<file path="src/verilog/board_pkg.sv">
/* board package: sizes, uart timing, register map,
   axi response codes, command opcodes and bridge states */
`default_nettype none

package board_pkg;

  // board resources
  localparam int num_leds          = 5;
  localparam int num_btns          = 2;
  localparam int reset_stretch_len = 16;

  // uart bit timing, short for simulation
  localparam int clks_per_bit = 8;
  localparam int cyc_w        = $clog2(clks_per_bit);

  // axi4-lite link
  localparam int axi_addr_w = 8;
  localparam int axi_data_w = 32;

  // register map
  localparam logic [7:0] reg_led_addr     = 8'h00;
  localparam logic [7:0] reg_btn_addr     = 8'h04;
  localparam logic [7:0] reg_scratch_addr = 8'h08;

  localparam logic [1:0] resp_okay   = 2'b00;
  localparam logic [1:0] resp_slverr = 2'b10;

  // response bytes, 'K' and 'E'
  localparam logic [7:0] rsp_ack = 8'h4b;
  localparam logic [7:0] rsp_err = 8'h45;

  // host opcodes, 'W' and 'R'
  typedef enum logic [7:0] {
    op_write = 8'h57,
    op_read  = 8'h52
  } cmd_opcode_t;

  typedef enum logic [3:0] {
    st_idle,
    st_addr,
    st_data,
    st_wr_req,
    st_wr_resp,
    st_rd_req,
    st_rd_resp,
    st_send,
    st_wait_tx
  } bridge_state_t;

endpackage

`default_nettype wire
</file>
<file path="src/verilog/board_top.sv">
/* board top level: reset stretcher, uart pair,
   command bridge and the led register block */
`timescale 1ns/1ps
`default_nettype none

module board_top
  import board_pkg::*;
(
  input  logic                clk,
  input  logic                reset,
  input  logic [num_btns-1:0] button,
  input  logic                uart_rx,
  output logic [num_leds-1:0] leds,
  output logic                uart_tx
);

  logic                    core_reset;
  logic [7:0]              rx_data;
  logic                    rx_valid;
  logic [7:0]              tx_data;
  logic                    tx_start;
  logic                    tx_busy;
  logic [axi_addr_w-1:0]   awaddr;
  logic                    awvalid;
  logic                    awready;
  logic [axi_data_w-1:0]   wdata;
  logic [axi_data_w/8-1:0] wstrb;
  logic                    wvalid;
  logic                    wready;
  logic [1:0]              bresp;
  logic                    bvalid;
  logic                    bready;
  logic [axi_addr_w-1:0]   araddr;
  logic                    arvalid;
  logic                    arready;
  logic [axi_data_w-1:0]   rdata;
  logic [1:0]              rresp;
  logic                    rvalid;
  logic                    rready;

  // button 0 doubles as the ready input
  reset_stretch u_reset_stretch (
    .clk        (clk),
    .reset      (reset),
    .ready      (button[0]),
    .core_reset (core_reset)
  );

  uart_rx u_uart_rx (
    .clk      (clk),
    .reset    (core_reset),
    .rx       (uart_rx),
    .rx_data  (rx_data),
    .rx_valid (rx_valid)
  );

  uart_tx u_uart_tx (
    .clk      (clk),
    .reset    (core_reset),
    .tx_data  (tx_data),
    .tx_start (tx_start),
    .tx       (uart_tx),
    .tx_busy  (tx_busy)
  );

  // axi master
  cmd_bridge u_cmd_bridge (
    .clk      (clk),
    .reset    (core_reset),
    .rx_data  (rx_data),
    .rx_valid (rx_valid),
    .tx_busy  (tx_busy),
    .tx_data  (tx_data),
    .tx_start (tx_start),
    .awaddr   (awaddr),
    .awvalid  (awvalid),
    .awready  (awready),
    .wdata    (wdata),
    .wstrb    (wstrb),
    .wvalid   (wvalid),
    .wready   (wready),
    .bresp    (bresp),
    .bvalid   (bvalid),
    .bready   (bready),
    .araddr   (araddr),
    .arvalid  (arvalid),
    .arready  (arready),
    .rdata    (rdata),
    .rresp    (rresp),
    .rvalid   (rvalid),
    .rready   (rready)
  );

  // axi slave, button 1 goes to the status register
  led_regs u_led_regs (
    .clk       (clk),
    .reset     (core_reset),
    .button_in (button[1]),
    .leds      (leds),
    .awaddr    (awaddr),
    .awvalid   (awvalid),
    .awready   (awready),
    .wdata     (wdata),
    .wstrb     (wstrb),
    .wvalid    (wvalid),
    .wready    (wready),
    .bresp     (bresp),
    .bvalid    (bvalid),
    .bready    (bready),
    .araddr    (araddr),
    .arvalid   (arvalid),
    .arready   (arready),
    .rdata     (rdata),
    .rresp     (rresp),
    .rvalid    (rvalid),
    .rready    (rready)
  );

endmodule

`default_nettype wire

</file>
<file path="src/verilog/led_regs.sv">
/* axi4-lite register block: led, button status and scratch
   registers, slverr on read-only or unmapped addresses */
`timescale 1ns/1ps
`default_nettype none

module led_regs
  import board_pkg::*;
(
  input  logic                    clk,
  input  logic                    reset,
  input  logic                    button_in,
  output logic [num_leds-1:0]     leds,
  input  logic [axi_addr_w-1:0]   awaddr,
  input  logic                    awvalid,
  output logic                    awready,
  input  logic [axi_data_w-1:0]   wdata,
  input  logic [axi_data_w/8-1:0] wstrb,
  input  logic                    wvalid,
  output logic                    wready,
  output logic [1:0]              bresp,
  output logic                    bvalid,
  input  logic                    bready,
  input  logic [axi_addr_w-1:0]   araddr,
  input  logic                    arvalid,
  output logic                    arready,
  output logic [axi_data_w-1:0]   rdata,
  output logic [1:0]              rresp,
  output logic                    rvalid,
  input  logic                    rready
);

  logic [num_leds-1:0] led_reg;
  logic [7:0]          scratch;
  logic                btn_meta;
  logic                btn_sync;
  logic                wr_fire;
  logic                rd_fire;

  // address and data accepted together, one write in flight
  assign awready = !bvalid && awvalid && wvalid;
  assign wready  = awready;
  assign wr_fire = awready;
  // one read in flight
  assign arready = !rvalid;
  assign rd_fire = arvalid && arready;

  always_ff @(posedge clk) begin
    btn_meta <= button_in;
    btn_sync <= btn_meta;
  end

  // write channel
  always_ff @(posedge clk) begin
    if (reset) begin
      led_reg <= '0;
      bvalid  <= 1'b0;
    end else if (wr_fire) begin
      bvalid <= 1'b1;
      bresp  <= resp_okay;
      case (awaddr)
        reg_led_addr: begin
          if (wstrb[0]) led_reg <= wdata[num_leds-1:0];
        end
        reg_scratch_addr: begin
          if (wstrb[0]) scratch <= wdata[7:0];
        end
        // button status is read only
        default: bresp <= resp_slverr;
      endcase
    end else if (bready) begin
      bvalid <= 1'b0;
    end
  end

  // read channel
  always_ff @(posedge clk) begin
    if (reset) begin
      rvalid <= 1'b0;
    end else if (rd_fire) begin
      rvalid <= 1'b1;
      rresp  <= resp_okay;
      case (araddr)
        reg_led_addr:     rdata <= {{(axi_data_w - num_leds){1'b0}}, led_reg};
        reg_btn_addr:     rdata <= {{(axi_data_w - 1){1'b0}}, btn_sync};
        reg_scratch_addr: rdata <= {{(axi_data_w - 8){1'b0}}, scratch};
        default: begin
          rdata <= '0;
          rresp <= resp_slverr;
        end
      endcase
    end else if (rready) begin
      rvalid <= 1'b0;
    end
  end

  assign leds = led_reg;

endmodule

`default_nettype wire

</file>
<file path="src/verilog/cmd_bridge.sv">
/* uart command bridge: opcode, address and data bytes in,
   one axi4-lite transaction per command, one response byte out */
`timescale 1ns/1ps
`default_nettype none

module cmd_bridge
  import board_pkg::*;
(
  input  logic                    clk,
  input  logic                    reset,
  input  logic [7:0]              rx_data,
  input  logic                    rx_valid,
  input  logic                    tx_busy,
  output logic [7:0]              tx_data,
  output logic                    tx_start,
  output logic [axi_addr_w-1:0]   awaddr,
  output logic                    awvalid,
  input  logic                    awready,
  output logic [axi_data_w-1:0]   wdata,
  output logic [axi_data_w/8-1:0] wstrb,
  output logic                    wvalid,
  input  logic                    wready,
  input  logic [1:0]              bresp,
  input  logic                    bvalid,
  output logic                    bready,
  output logic [axi_addr_w-1:0]   araddr,
  output logic                    arvalid,
  input  logic                    arready,
  input  logic [axi_data_w-1:0]   rdata,
  input  logic [1:0]              rresp,
  input  logic                    rvalid,
  output logic                    rready
);

  bridge_state_t           state;
  cmd_opcode_t             opcode;
  logic [axi_addr_w-1:0]   addr;
  logic [7:0]              data_byte;
  logic [7:0]              rsp;
  logic                    aw_done;
  logic                    w_done;

  // channel finished, earlier or in this cycle
  assign aw_done = !awvalid || awready;
  assign w_done  = !wvalid || wready;

  always_ff @(posedge clk) begin
    if (reset) begin
      state    <= st_idle;
      awvalid  <= 1'b0;
      wvalid   <= 1'b0;
      arvalid  <= 1'b0;
      tx_start <= 1'b0;
    end else begin
      tx_start <= 1'b0;
      case (state)
        st_idle: begin
          if (rx_valid) begin
            opcode <= cmd_opcode_t'(rx_data);
            if (rx_data == op_write || rx_data == op_read) begin
              state <= st_addr;
            end else begin
              // unknown opcode, answer right away
              rsp   <= rsp_err;
              state <= st_send;
            end
          end
        end
        st_addr: begin
          if (rx_valid) begin
            addr <= rx_data;
            if (opcode == op_write) begin
              state <= st_data;
            end else begin
              arvalid <= 1'b1;
              state   <= st_rd_req;
            end
          end
        end
        st_data: begin
          if (rx_valid) begin
            data_byte <= rx_data;
            awvalid   <= 1'b1;
            wvalid    <= 1'b1;
            state     <= st_wr_req;
          end
        end
        st_wr_req: begin
          // each valid drops on its own handshake
          if (awready) begin
            awvalid <= 1'b0;
          end
          if (wready) begin
            wvalid <= 1'b0;
          end
          if (aw_done && w_done) begin
            state <= st_wr_resp;
          end
        end
        st_wr_resp: begin
          if (bvalid) begin
            rsp   <= (bresp == resp_okay) ? rsp_ack : rsp_err;
            state <= st_send;
          end
        end
        st_rd_req: begin
          if (arready) begin
            arvalid <= 1'b0;
            state   <= st_rd_resp;
          end
        end
        st_rd_resp: begin
          if (rvalid) begin
            rsp   <= (rresp == resp_okay) ? rdata[7:0] : rsp_err;
            state <= st_send;
          end
        end
        st_send: begin
          if (!tx_busy) begin
            tx_start <= 1'b1;
            state    <= st_wait_tx;
          end
        end
        st_wait_tx: begin
          // busy rises one cycle after the start pulse
          if (!tx_start && !tx_busy) begin
            state <= st_idle;
          end
        end
        default: state <= st_idle;
      endcase
    end
  end

  assign tx_data = rsp;

  // same address for both directions
  assign awaddr = addr;
  assign araddr = addr;
  assign wdata  = {{(axi_data_w - 8){1'b0}}, data_byte};
  // only the low byte lane carries data
  assign wstrb  = {{(axi_data_w / 8 - 1){1'b0}}, 1'b1};

  // always ready in the response states
  assign bready = (state == st_wr_resp);
  assign rready = (state == st_rd_resp);

endmodule

`default_nettype wire

</file>
<file path="src/verilog/uart_tx.sv">
/* uart transmitter, 8n1, lsb first
   tx_busy covers the whole frame up to the end of the stop bit */
`timescale 1ns/1ps
`default_nettype none

module uart_tx
  import board_pkg::*;
(
  input  logic       clk,
  input  logic       reset,
  input  logic [7:0] tx_data,
  input  logic       tx_start,
  output logic       tx,
  output logic       tx_busy
);

  logic [9:0]       frame;
  logic [3:0]       bit_idx;
  logic [cyc_w-1:0] cyc_cnt;

  always_ff @(posedge clk) begin
    if (reset) begin
      tx_busy <= 1'b0;
      bit_idx <= 4'd0;
      cyc_cnt <= '0;
    end else if (!tx_busy) begin
      if (tx_start) begin
        // stop, data, start
        frame   <= {1'b1, tx_data, 1'b0};
        tx_busy <= 1'b1;
        bit_idx <= 4'd0;
        cyc_cnt <= cyc_w'(clks_per_bit - 1);
      end
    end else if (cyc_cnt != '0) begin
      cyc_cnt <= cyc_cnt - 1'b1;
    end else if (bit_idx == 4'd9) begin
      // stop bit done
      tx_busy <= 1'b0;
    end else begin
      frame   <= {1'b1, frame[9:1]};
      bit_idx <= bit_idx + 4'd1;
      cyc_cnt <= cyc_w'(clks_per_bit - 1);
    end
  end

  // line idles high
  assign tx = tx_busy ? frame[0] : 1'b1;

endmodule

`default_nettype wire

</file>
<file path="src/verilog/uart_rx.sv">
/* uart receiver, 8n1, lsb first
   centers on the start bit and pulses rx_valid at mid stop bit */
`timescale 1ns/1ps
`default_nettype none

module uart_rx
  import board_pkg::*;
(
  input  logic       clk,
  input  logic       reset,
  input  logic       rx,
  output logic [7:0] rx_data,
  output logic       rx_valid
);

  logic             rx_meta;
  logic             rx_sync;
  logic             busy;
  logic [3:0]       bit_idx;
  logic [cyc_w-1:0] cyc_cnt;
  logic [7:0]       shreg;

  // two flop synchronizer, idles high
  always_ff @(posedge clk) begin
    if (reset) begin
      rx_meta <= 1'b1;
      rx_sync <= 1'b1;
    end else begin
      rx_meta <= rx;
      rx_sync <= rx_meta;
    end
  end

  always_ff @(posedge clk) begin
    if (reset) begin
      busy     <= 1'b0;
      bit_idx  <= 4'd0;
      cyc_cnt  <= '0;
      rx_valid <= 1'b0;
    end else begin
      rx_valid <= 1'b0;
      if (!busy) begin
        // falling edge, wait half a bit
        if (!rx_sync) begin
          busy    <= 1'b1;
          bit_idx <= 4'd0;
          cyc_cnt <= cyc_w'(clks_per_bit / 2 - 1);
        end
      end else if (cyc_cnt != '0) begin
        cyc_cnt <= cyc_cnt - 1'b1;
      end else begin
        // mid-bit sample point
        cyc_cnt <= cyc_w'(clks_per_bit - 1);
        bit_idx <= bit_idx + 4'd1;
        if (bit_idx == 4'd0) begin
          // glitch, not a real start bit
          if (rx_sync) begin
            busy <= 1'b0;
          end
        end else if (bit_idx == 4'd9) begin
          busy <= 1'b0;
          // framing error drops the byte
          rx_valid <= rx_sync;
        end else begin
          shreg <= {rx_sync, shreg[7:1]};
        end
      end
    end
  end

  // shift reg holds still until the next start bit
  assign rx_data = shreg;

endmodule

`default_nettype wire

</file>
<file path="src/verilog/reset_stretch.sv">
/* reset stretcher: keeps the core in reset until ready
   has been high for a fixed number of cycles */
`timescale 1ns/1ps
`default_nettype none

module reset_stretch
  import board_pkg::*;
(
  input  logic clk,
  input  logic reset,
  input  logic ready,
  output logic core_reset
);

  logic [reset_stretch_len-1:0] stretch;

  always_ff @(posedge clk) begin
    if (reset || !ready) begin
      // reload, ready dropped or board reset
      stretch    <= '1;
      core_reset <= 1'b1;
    end else begin
      // zeros walk down the chain
      stretch    <= {1'b0, stretch[reset_stretch_len-1:1]};
      // last stage of the chain
      core_reset <= stretch[0];
    end
  end

endmodule

`default_nettype wire

</file>
<file path="config.mk">
export PLATFORM = sky130hd
export DESIGN_NAME = board_top
export DESIGN_NICKNAME = d
export VERILOG_FILES = /design/src/verilog/board_pkg.sv /design/src/verilog/board_top.sv /design/src/verilog/led_regs.sv /design/src/verilog/cmd_bridge.sv /design/src/verilog/uart_tx.sv /design/src/verilog/uart_rx.sv /design/src/verilog/reset_stretch.sv
export SDC_FILE = /design/constraint.sdc
export NUM_CORES = 1
export LEC_CHECK = 0
export BUFFER_PORTS_ARGS = -buffer_cell sky130_fd_sc_hd__clkbuf_2
export CORE_MARGIN = 3
export CORE_UTILIZATION = 35
export CTS_CLUSTER_DIAMETER = 50
export DETAILED_ROUTE_END_ITERATION = 12
export PLACE_DENSITY = 0.61
export SYNTH_ARGS = -nofsm -noshare
export SYNTH_HDL_FRONTEND = slang
export SYNTH_SLANG_ARGS = --single-unit
</file>
<file path="constraint.sdc">
create_clock -name clk -period 2.2 [get_ports clk]
set_clock_uncertainty 0.15 [all_clocks]
set_input_delay 0.44 -clock clk [delete_from_list [all_inputs] [get_ports clk]]
set_output_delay 0.44 -clock clk [all_outputs]
set_load 0.005 [all_outputs]
</file>
Word level (Yosys, flattened, before mapping). Index checks and enable logic that the tools add are counted.

ROM bits: 0. Memory bits (writable): 0. Memories kept: 0. Bits in latches: 0. Flip-flop bits (word level): 122.

Shift operators: 0. Add/subtract/negate cells: 4. Order comparisons: 0. Divide/modulo/power cells: 0. Eq/ne operators: 32. Reductions and logical operators: 46. Bitwise logic cells: 6. $mul: 0. Multiplexer cells: 63.

Operators with widths (number): 4-bit two-way mux (17); 8-bit one-hot mux with 3 select lines (2); 10-bit two-way mux (4); 8-bit two-way mux (5); 4-bit one-hot mux with 9 select lines (1); 3-bit two-way mux (9); 8-bit by 7-bit equality test with 1-bit output (second input constant) (3); 2-bit != test (second input constant) (11); 1-bit two-way mux (20); 3-bit AND reduction (6); 4-bit by 3-bit equality test with 1-bit output (second input constant) (4); 16-bit two-way mux (1); 4-bit equality test (second input constant) (3); 2-bit by 1-bit != test with 1-bit output (second input constant) (5); 2-bit AND reduction (5); 2-bit nonzero test (5); 9-bit AND reduction (1); 3-bit nonzero test (3); 4-bit by 1-bit adder with 4-bit output (second input constant) (2); 4-bit by 2-bit equality test with 1-bit output (second input constant) (2); 8-bit by 3-bit equality test with 1-bit output (second input constant) (1); 8-bit by 4-bit equality test with 1-bit output (second input constant) (1); 4-bit logical NOT (2); 8-bit logical NOT (1); other kinds (16) (37).

Depth between registers and ports, before layout.
Word-level depth: 6. Depth in mapped cells: 7. Mapped depth without buffers: 7.

Modules after synthesis. Synthesis repeated with hierarchy kept, for this count alone.

Cells, all modules: 449. Area total of the unflattened synthesis: 5408.9 µm².

Modules (own cells, without submodules): cmd_bridge (instances 1, sequential area each 1121.1 µm², cells an instance 161, area each 1953.1 µm²); led_regs (instances 1, sequential area each 720.7 µm², cells an instance 111, area each 1316.3 µm²); uart_tx (instances 1, sequential area each 430.4 µm², cells an instance 74, area each 848.3 µm²); uart_rx (instances 1, sequential area each 460.4 µm², cells an instance 67, area each 787.0 µm²); reset_stretch (instances 1, sequential area each 340.3 µm², cells an instance 36, area each 504.2 µm²).

Worst setup path after synthesis. Ideal clock, no wire load.

Kind: register to register. Start: register u_cmd_bridge.addr[3], in the netlist u_cmd_bridge.araddr[3]. End: register u_led_regs.scratch[0], enable pin. Required time: 1.655 ns. Setup slack: -0.055 ns. Cell stages (with the launch flop): 4. Setup time: 0.395 ns. Arrival: 1.710 ns. Clock period less this slack: 2.255 ns. Path buffers: 1. Cell sequence: edfxtp_1 -> clkbuf_1 -> inv_1 -> nor4_1.

Word-level cells in the longest chain between the ends: 2.

Ends and longest elaborated chain: start, declared (RTL line cmd_bridge.sv:37) `logic [axi_addr_w-1:0] addr;`; start signal, assigned (RTL line cmd_bridge.sv:71) `addr <= rx_data;`; 8-bit by 4-bit equality test with 1-bit output (RTL line led_regs.sv:60) `case (awaddr)`; 3-bit AND reduction (no line); end signal, assigned (RTL line led_regs.sv:65) `if (wstrb[0]) scratch <= wdata[7:0];`; end, declared (RTL line led_regs.sv:33) `logic [7:0] scratch;`.

No other way between the ends. A chain may end at the register's enable or synchronous reset.

Final worst setup path.
Start: register u_cmd_bridge.state[1]. End: register u_cmd_bridge.state[2].

Word-level cells in the longest chain between the ends: 3.

Ends and longest elaborated chain: start, declared (RTL line cmd_bridge.sv:35) `bridge_state_t state;`; start signal, assigned (RTL line cmd_bridge.sv:49) `state <= st_idle;`; start signal, assigned (RTL line cmd_bridge.sv:61) `state <= st_addr;`; start signal, assigned (RTL line cmd_bridge.sv:65) `state <= st_send;`; 4-bit equality test, or another cell as far along (RTL line cmd_bridge.sv:56) `case (state)`; 2-bit by 1-bit != test with 1-bit output (no line) / 2-bit != test (equally long branches); 9-bit AND reduction (no line).

Parallel ways exist; a longest one is shown, timed or not.

==> metrics.cfg <==
[run_status]
outcome = completed

[timing]
tightest_slew_ns = 0.661
min_period_ns = 2.02
timing.hold.ws_ns = 0.0961
setup_viol_count_final = 0
rsz0062_at_grt = no
finalHoldViolCount = 0
slew_headroom = 0.559
fin_crit_sh = 0.920
fmax_mhz = 494
finalMaxSlewViolations = 0

[setup_path]
timing.rr.end = u_cmd_bridge.state[2]
worstPathRequired_ns = 2.36
crit_path_cell_trace = buf_4 > nand2b_1 > a32oi_1 > mux4_2 > or4_1 > o41ai_1
path_delay_family = simple AND/OR/NAND/NOR gates
r2r_cells = 6
rrSetupSlack_ns = 0.18
crit_buf_inv = 1
critPathKind = register to register
crit_start = u_cmd_bridge.state[1]
critPathMaxFanout = 12
max_stage_delay_ns = 0.48
r2r_start = u_cmd_bridge.state[1]
startpoint_type = register
slowest_stage = mux4_2
arrival_ns = 2.18
end_kind = register

[detailed_routing]
drcViolationCount = 0
wl_met2_um = 3590
post_drt_wl_per_cell_um = 12.7
wirelength_um = 7520
via_per_inst = 4.69
drt-initial-drc-count = 134
ant_nets = 0
dr_total_vias = 2769
first_pass_iters = 6
dr.max_layer_used = met4
dr_wl_met3_um = 305
wl_met1_um = 3520

[die]
fp-row-count = 41
start_util = 0.359
core_sq_um = 12700
io_pins = 11
die_h_um = 120
die_area_sq_um = 14400
die_width_um = 120

[synthesis]
synthArstFlopShare = 0
netlist_area_sq_um = 4550
synth.avg_cell_area_sq_um = 12.6
netlist_instances = 361
synth-seq-cells = 119
ys.flop_type = edfxtp_1
yosysWarnings = 0
syn_nets = 375
synth_edf_count = 67
yosysSeqAreaShare = 0.670
synth_cell_types = 51

[place]
io_buffers = 10
hpwl_um = 5010
routabilityCongestion = 0.849

[clock_tree]
cts_htree_levels = 4
insertion_delay_ns = 0.41
cts_buffers = 17
cts_buffer_depth = 2
clkSinkCount = 119
clk_pin_slew_ns = 0.05
cts_setup_buffers = 0
cts_tree = done
root_buffer = clkbuf_16

[min_path]
hold_class = primary input to register
worstHoldPathCells = 2
worstHoldStart = uart_rx
holdPathEnd = u_uart_rx.rx_meta

[finish]
antenna_cells = 0
largest_reg_flops = 16
fillers = 1140
fin_nets = 419
syn2layout_area_growth_pct = 23.9
drive_gt1_frac = 0.206
regMostFlops = u_reset_stretch.stretch
top_regs = u_reset_stretch.stretch x16, u_uart_tx.frame x9
final_util = 0.445

[global_route]
grt_max_degree = 42
grt_util_all_layers = 0.116
grt_pass1_vias = 2781
grt_overflow = 0
grt_pass1_wl_um = 13000
antenna_found_initial = 0

[power_and_ir_drop]
max-vdd-ir-drop_v = 0.00104
p_leak_nw = 1.94
finalPower_mw = 5.33
pwr_density_cell_nw_per_um2 = 944

[run]
maxCapViolCount = 0

-- worst reg2reg max path, cell delays in order, from the launching register on --
cell	delay (ns)
dfxtp_1	0.42
buf_4	0.22
nand2b_1	0.12
a32oi_1	0.05
mux4_2	0.48
or4_1	0.42
o41ai_1	0.07
-- cell families after synthesis --
group | after synthesis | synth area share
simple gates | 134 | 0.155
flops | 119 | 0.670
compound gates | 44 | 0.0654
buf+inv | 29 | 0.0244
mux | 20 | 0.0486
fa+ha+maj | 9 | 0.0247
xor+xnor | 6 | 0.0115
-- repair_timing --
item | 4_1_cts | 5_1_grt
hold endpoints to repair | 1 | 0
hold buffers | 1 | 0
gates resized for setup | 1 | 0
endpoints found under the setup margin | 8 | 0
-- power breakdown --
group          switching (mW)  leakage (nW)  internal, mW
clock network           0.972         0.304          2.01
registers             0.00117          1.03          2.33
logic                 0.00566         0.605       0.00608
total                   0.979          1.94          4.35
-- cell usage in the layout, fill, tap and decap left out, types with 9 or more instances in the layout --
master / n
nor2_1: 44
nand2b_1: 26
edfxtp_1: 67
nor3_1: 13
buf_4: 27
nand2_1: 12
clkbuf_2: 10
mux2i_1: 12
ha_1: 9
a21oi_1: 13
inv_1: 14
dfxtp_1: 52
clkbuf_16: 17
-- synthesized netlist by cell type (3+ instances only) --
library cell / count / area, sq um
edfxtp_1: 67 / 2010
dfxtp_1: 52 / 1040
nor2_1: 44 / 165
nand2b_1: 26 / 163
inv_1: 14 / 52.6
a21oi_1: 13 / 65.1
nor3_1: 13 / 65.1
mux2i_1: 12 / 120
nand2_1: 12 / 45.0
clkbuf_1: 10 / 37.5
ha_1: 9 / 113
mux2_2: 7 / 78.8
nor2b_1: 6 / 37.5
xor2_1: 6 / 52.6
nand3b_1: 5 / 37.5
o21ai_0: 5 / 25.0
a211oi_1: 4 / 30.0
and2_1: 4 / 25.0
and3_1: 4 / 25.0
or2_2: 4 / 25.0
a31oi_1: 3 / 18.8
nand3_1: 3 / 15.0
-- layout make-up --
class | instances | area, sq um | area share
Clock buffer | 17 | 425 | 0.0754
Clock inverter | 15 | 224 | 0.0397
Inverter | 16 | 60.1 | 0.0106
Multi-Input combinational cell | 213 | 1400 | 0.249
Sequential cell | 119 | 3050 | 0.541
Tap cell | 172 | 215 | 0.0381
Timing Repair Buffer | 38 | 263 | 0.0466
-- through the flow --
step                      instances  area (sq um)  worst slack, ns  setup TNS, ns
after floorplan                 361          4560           0.0548              0
after global placement          557          4980          -0.0839         -0.670
after detailed placement        557          4980          -0.0922         -0.737
after CTS                       590          5640            0.176              0
after global routing            590          5640           0.0146              0
final                           590          5640            0.177              0
-- worst max path at each step --
stage,endpoint,slack (ns),depth (start not counted)
CTS,u_cmd_bridge.state[2],0.18,6
finish,u_cmd_bridge.state[2],0.18,6
detailed placement,u_cmd_bridge.tx_data[7],-0.09,4
floorplan,u_cmd_bridge.tx_data[0],0.05,4
global placement,u_cmd_bridge.tx_data[7],-0.08,4
global route,u_cmd_bridge.tx_data[5],0.01,4
-- per-layer routing --
metal  vias to the layer above  global-route usage
li1                       1386                   -
met5                         -                   0
met4                         0              0.0480
met1                      1330               0.143
met2                        43               0.184
met3                        10              0.0457
Power figures use the tool's default switching activity.
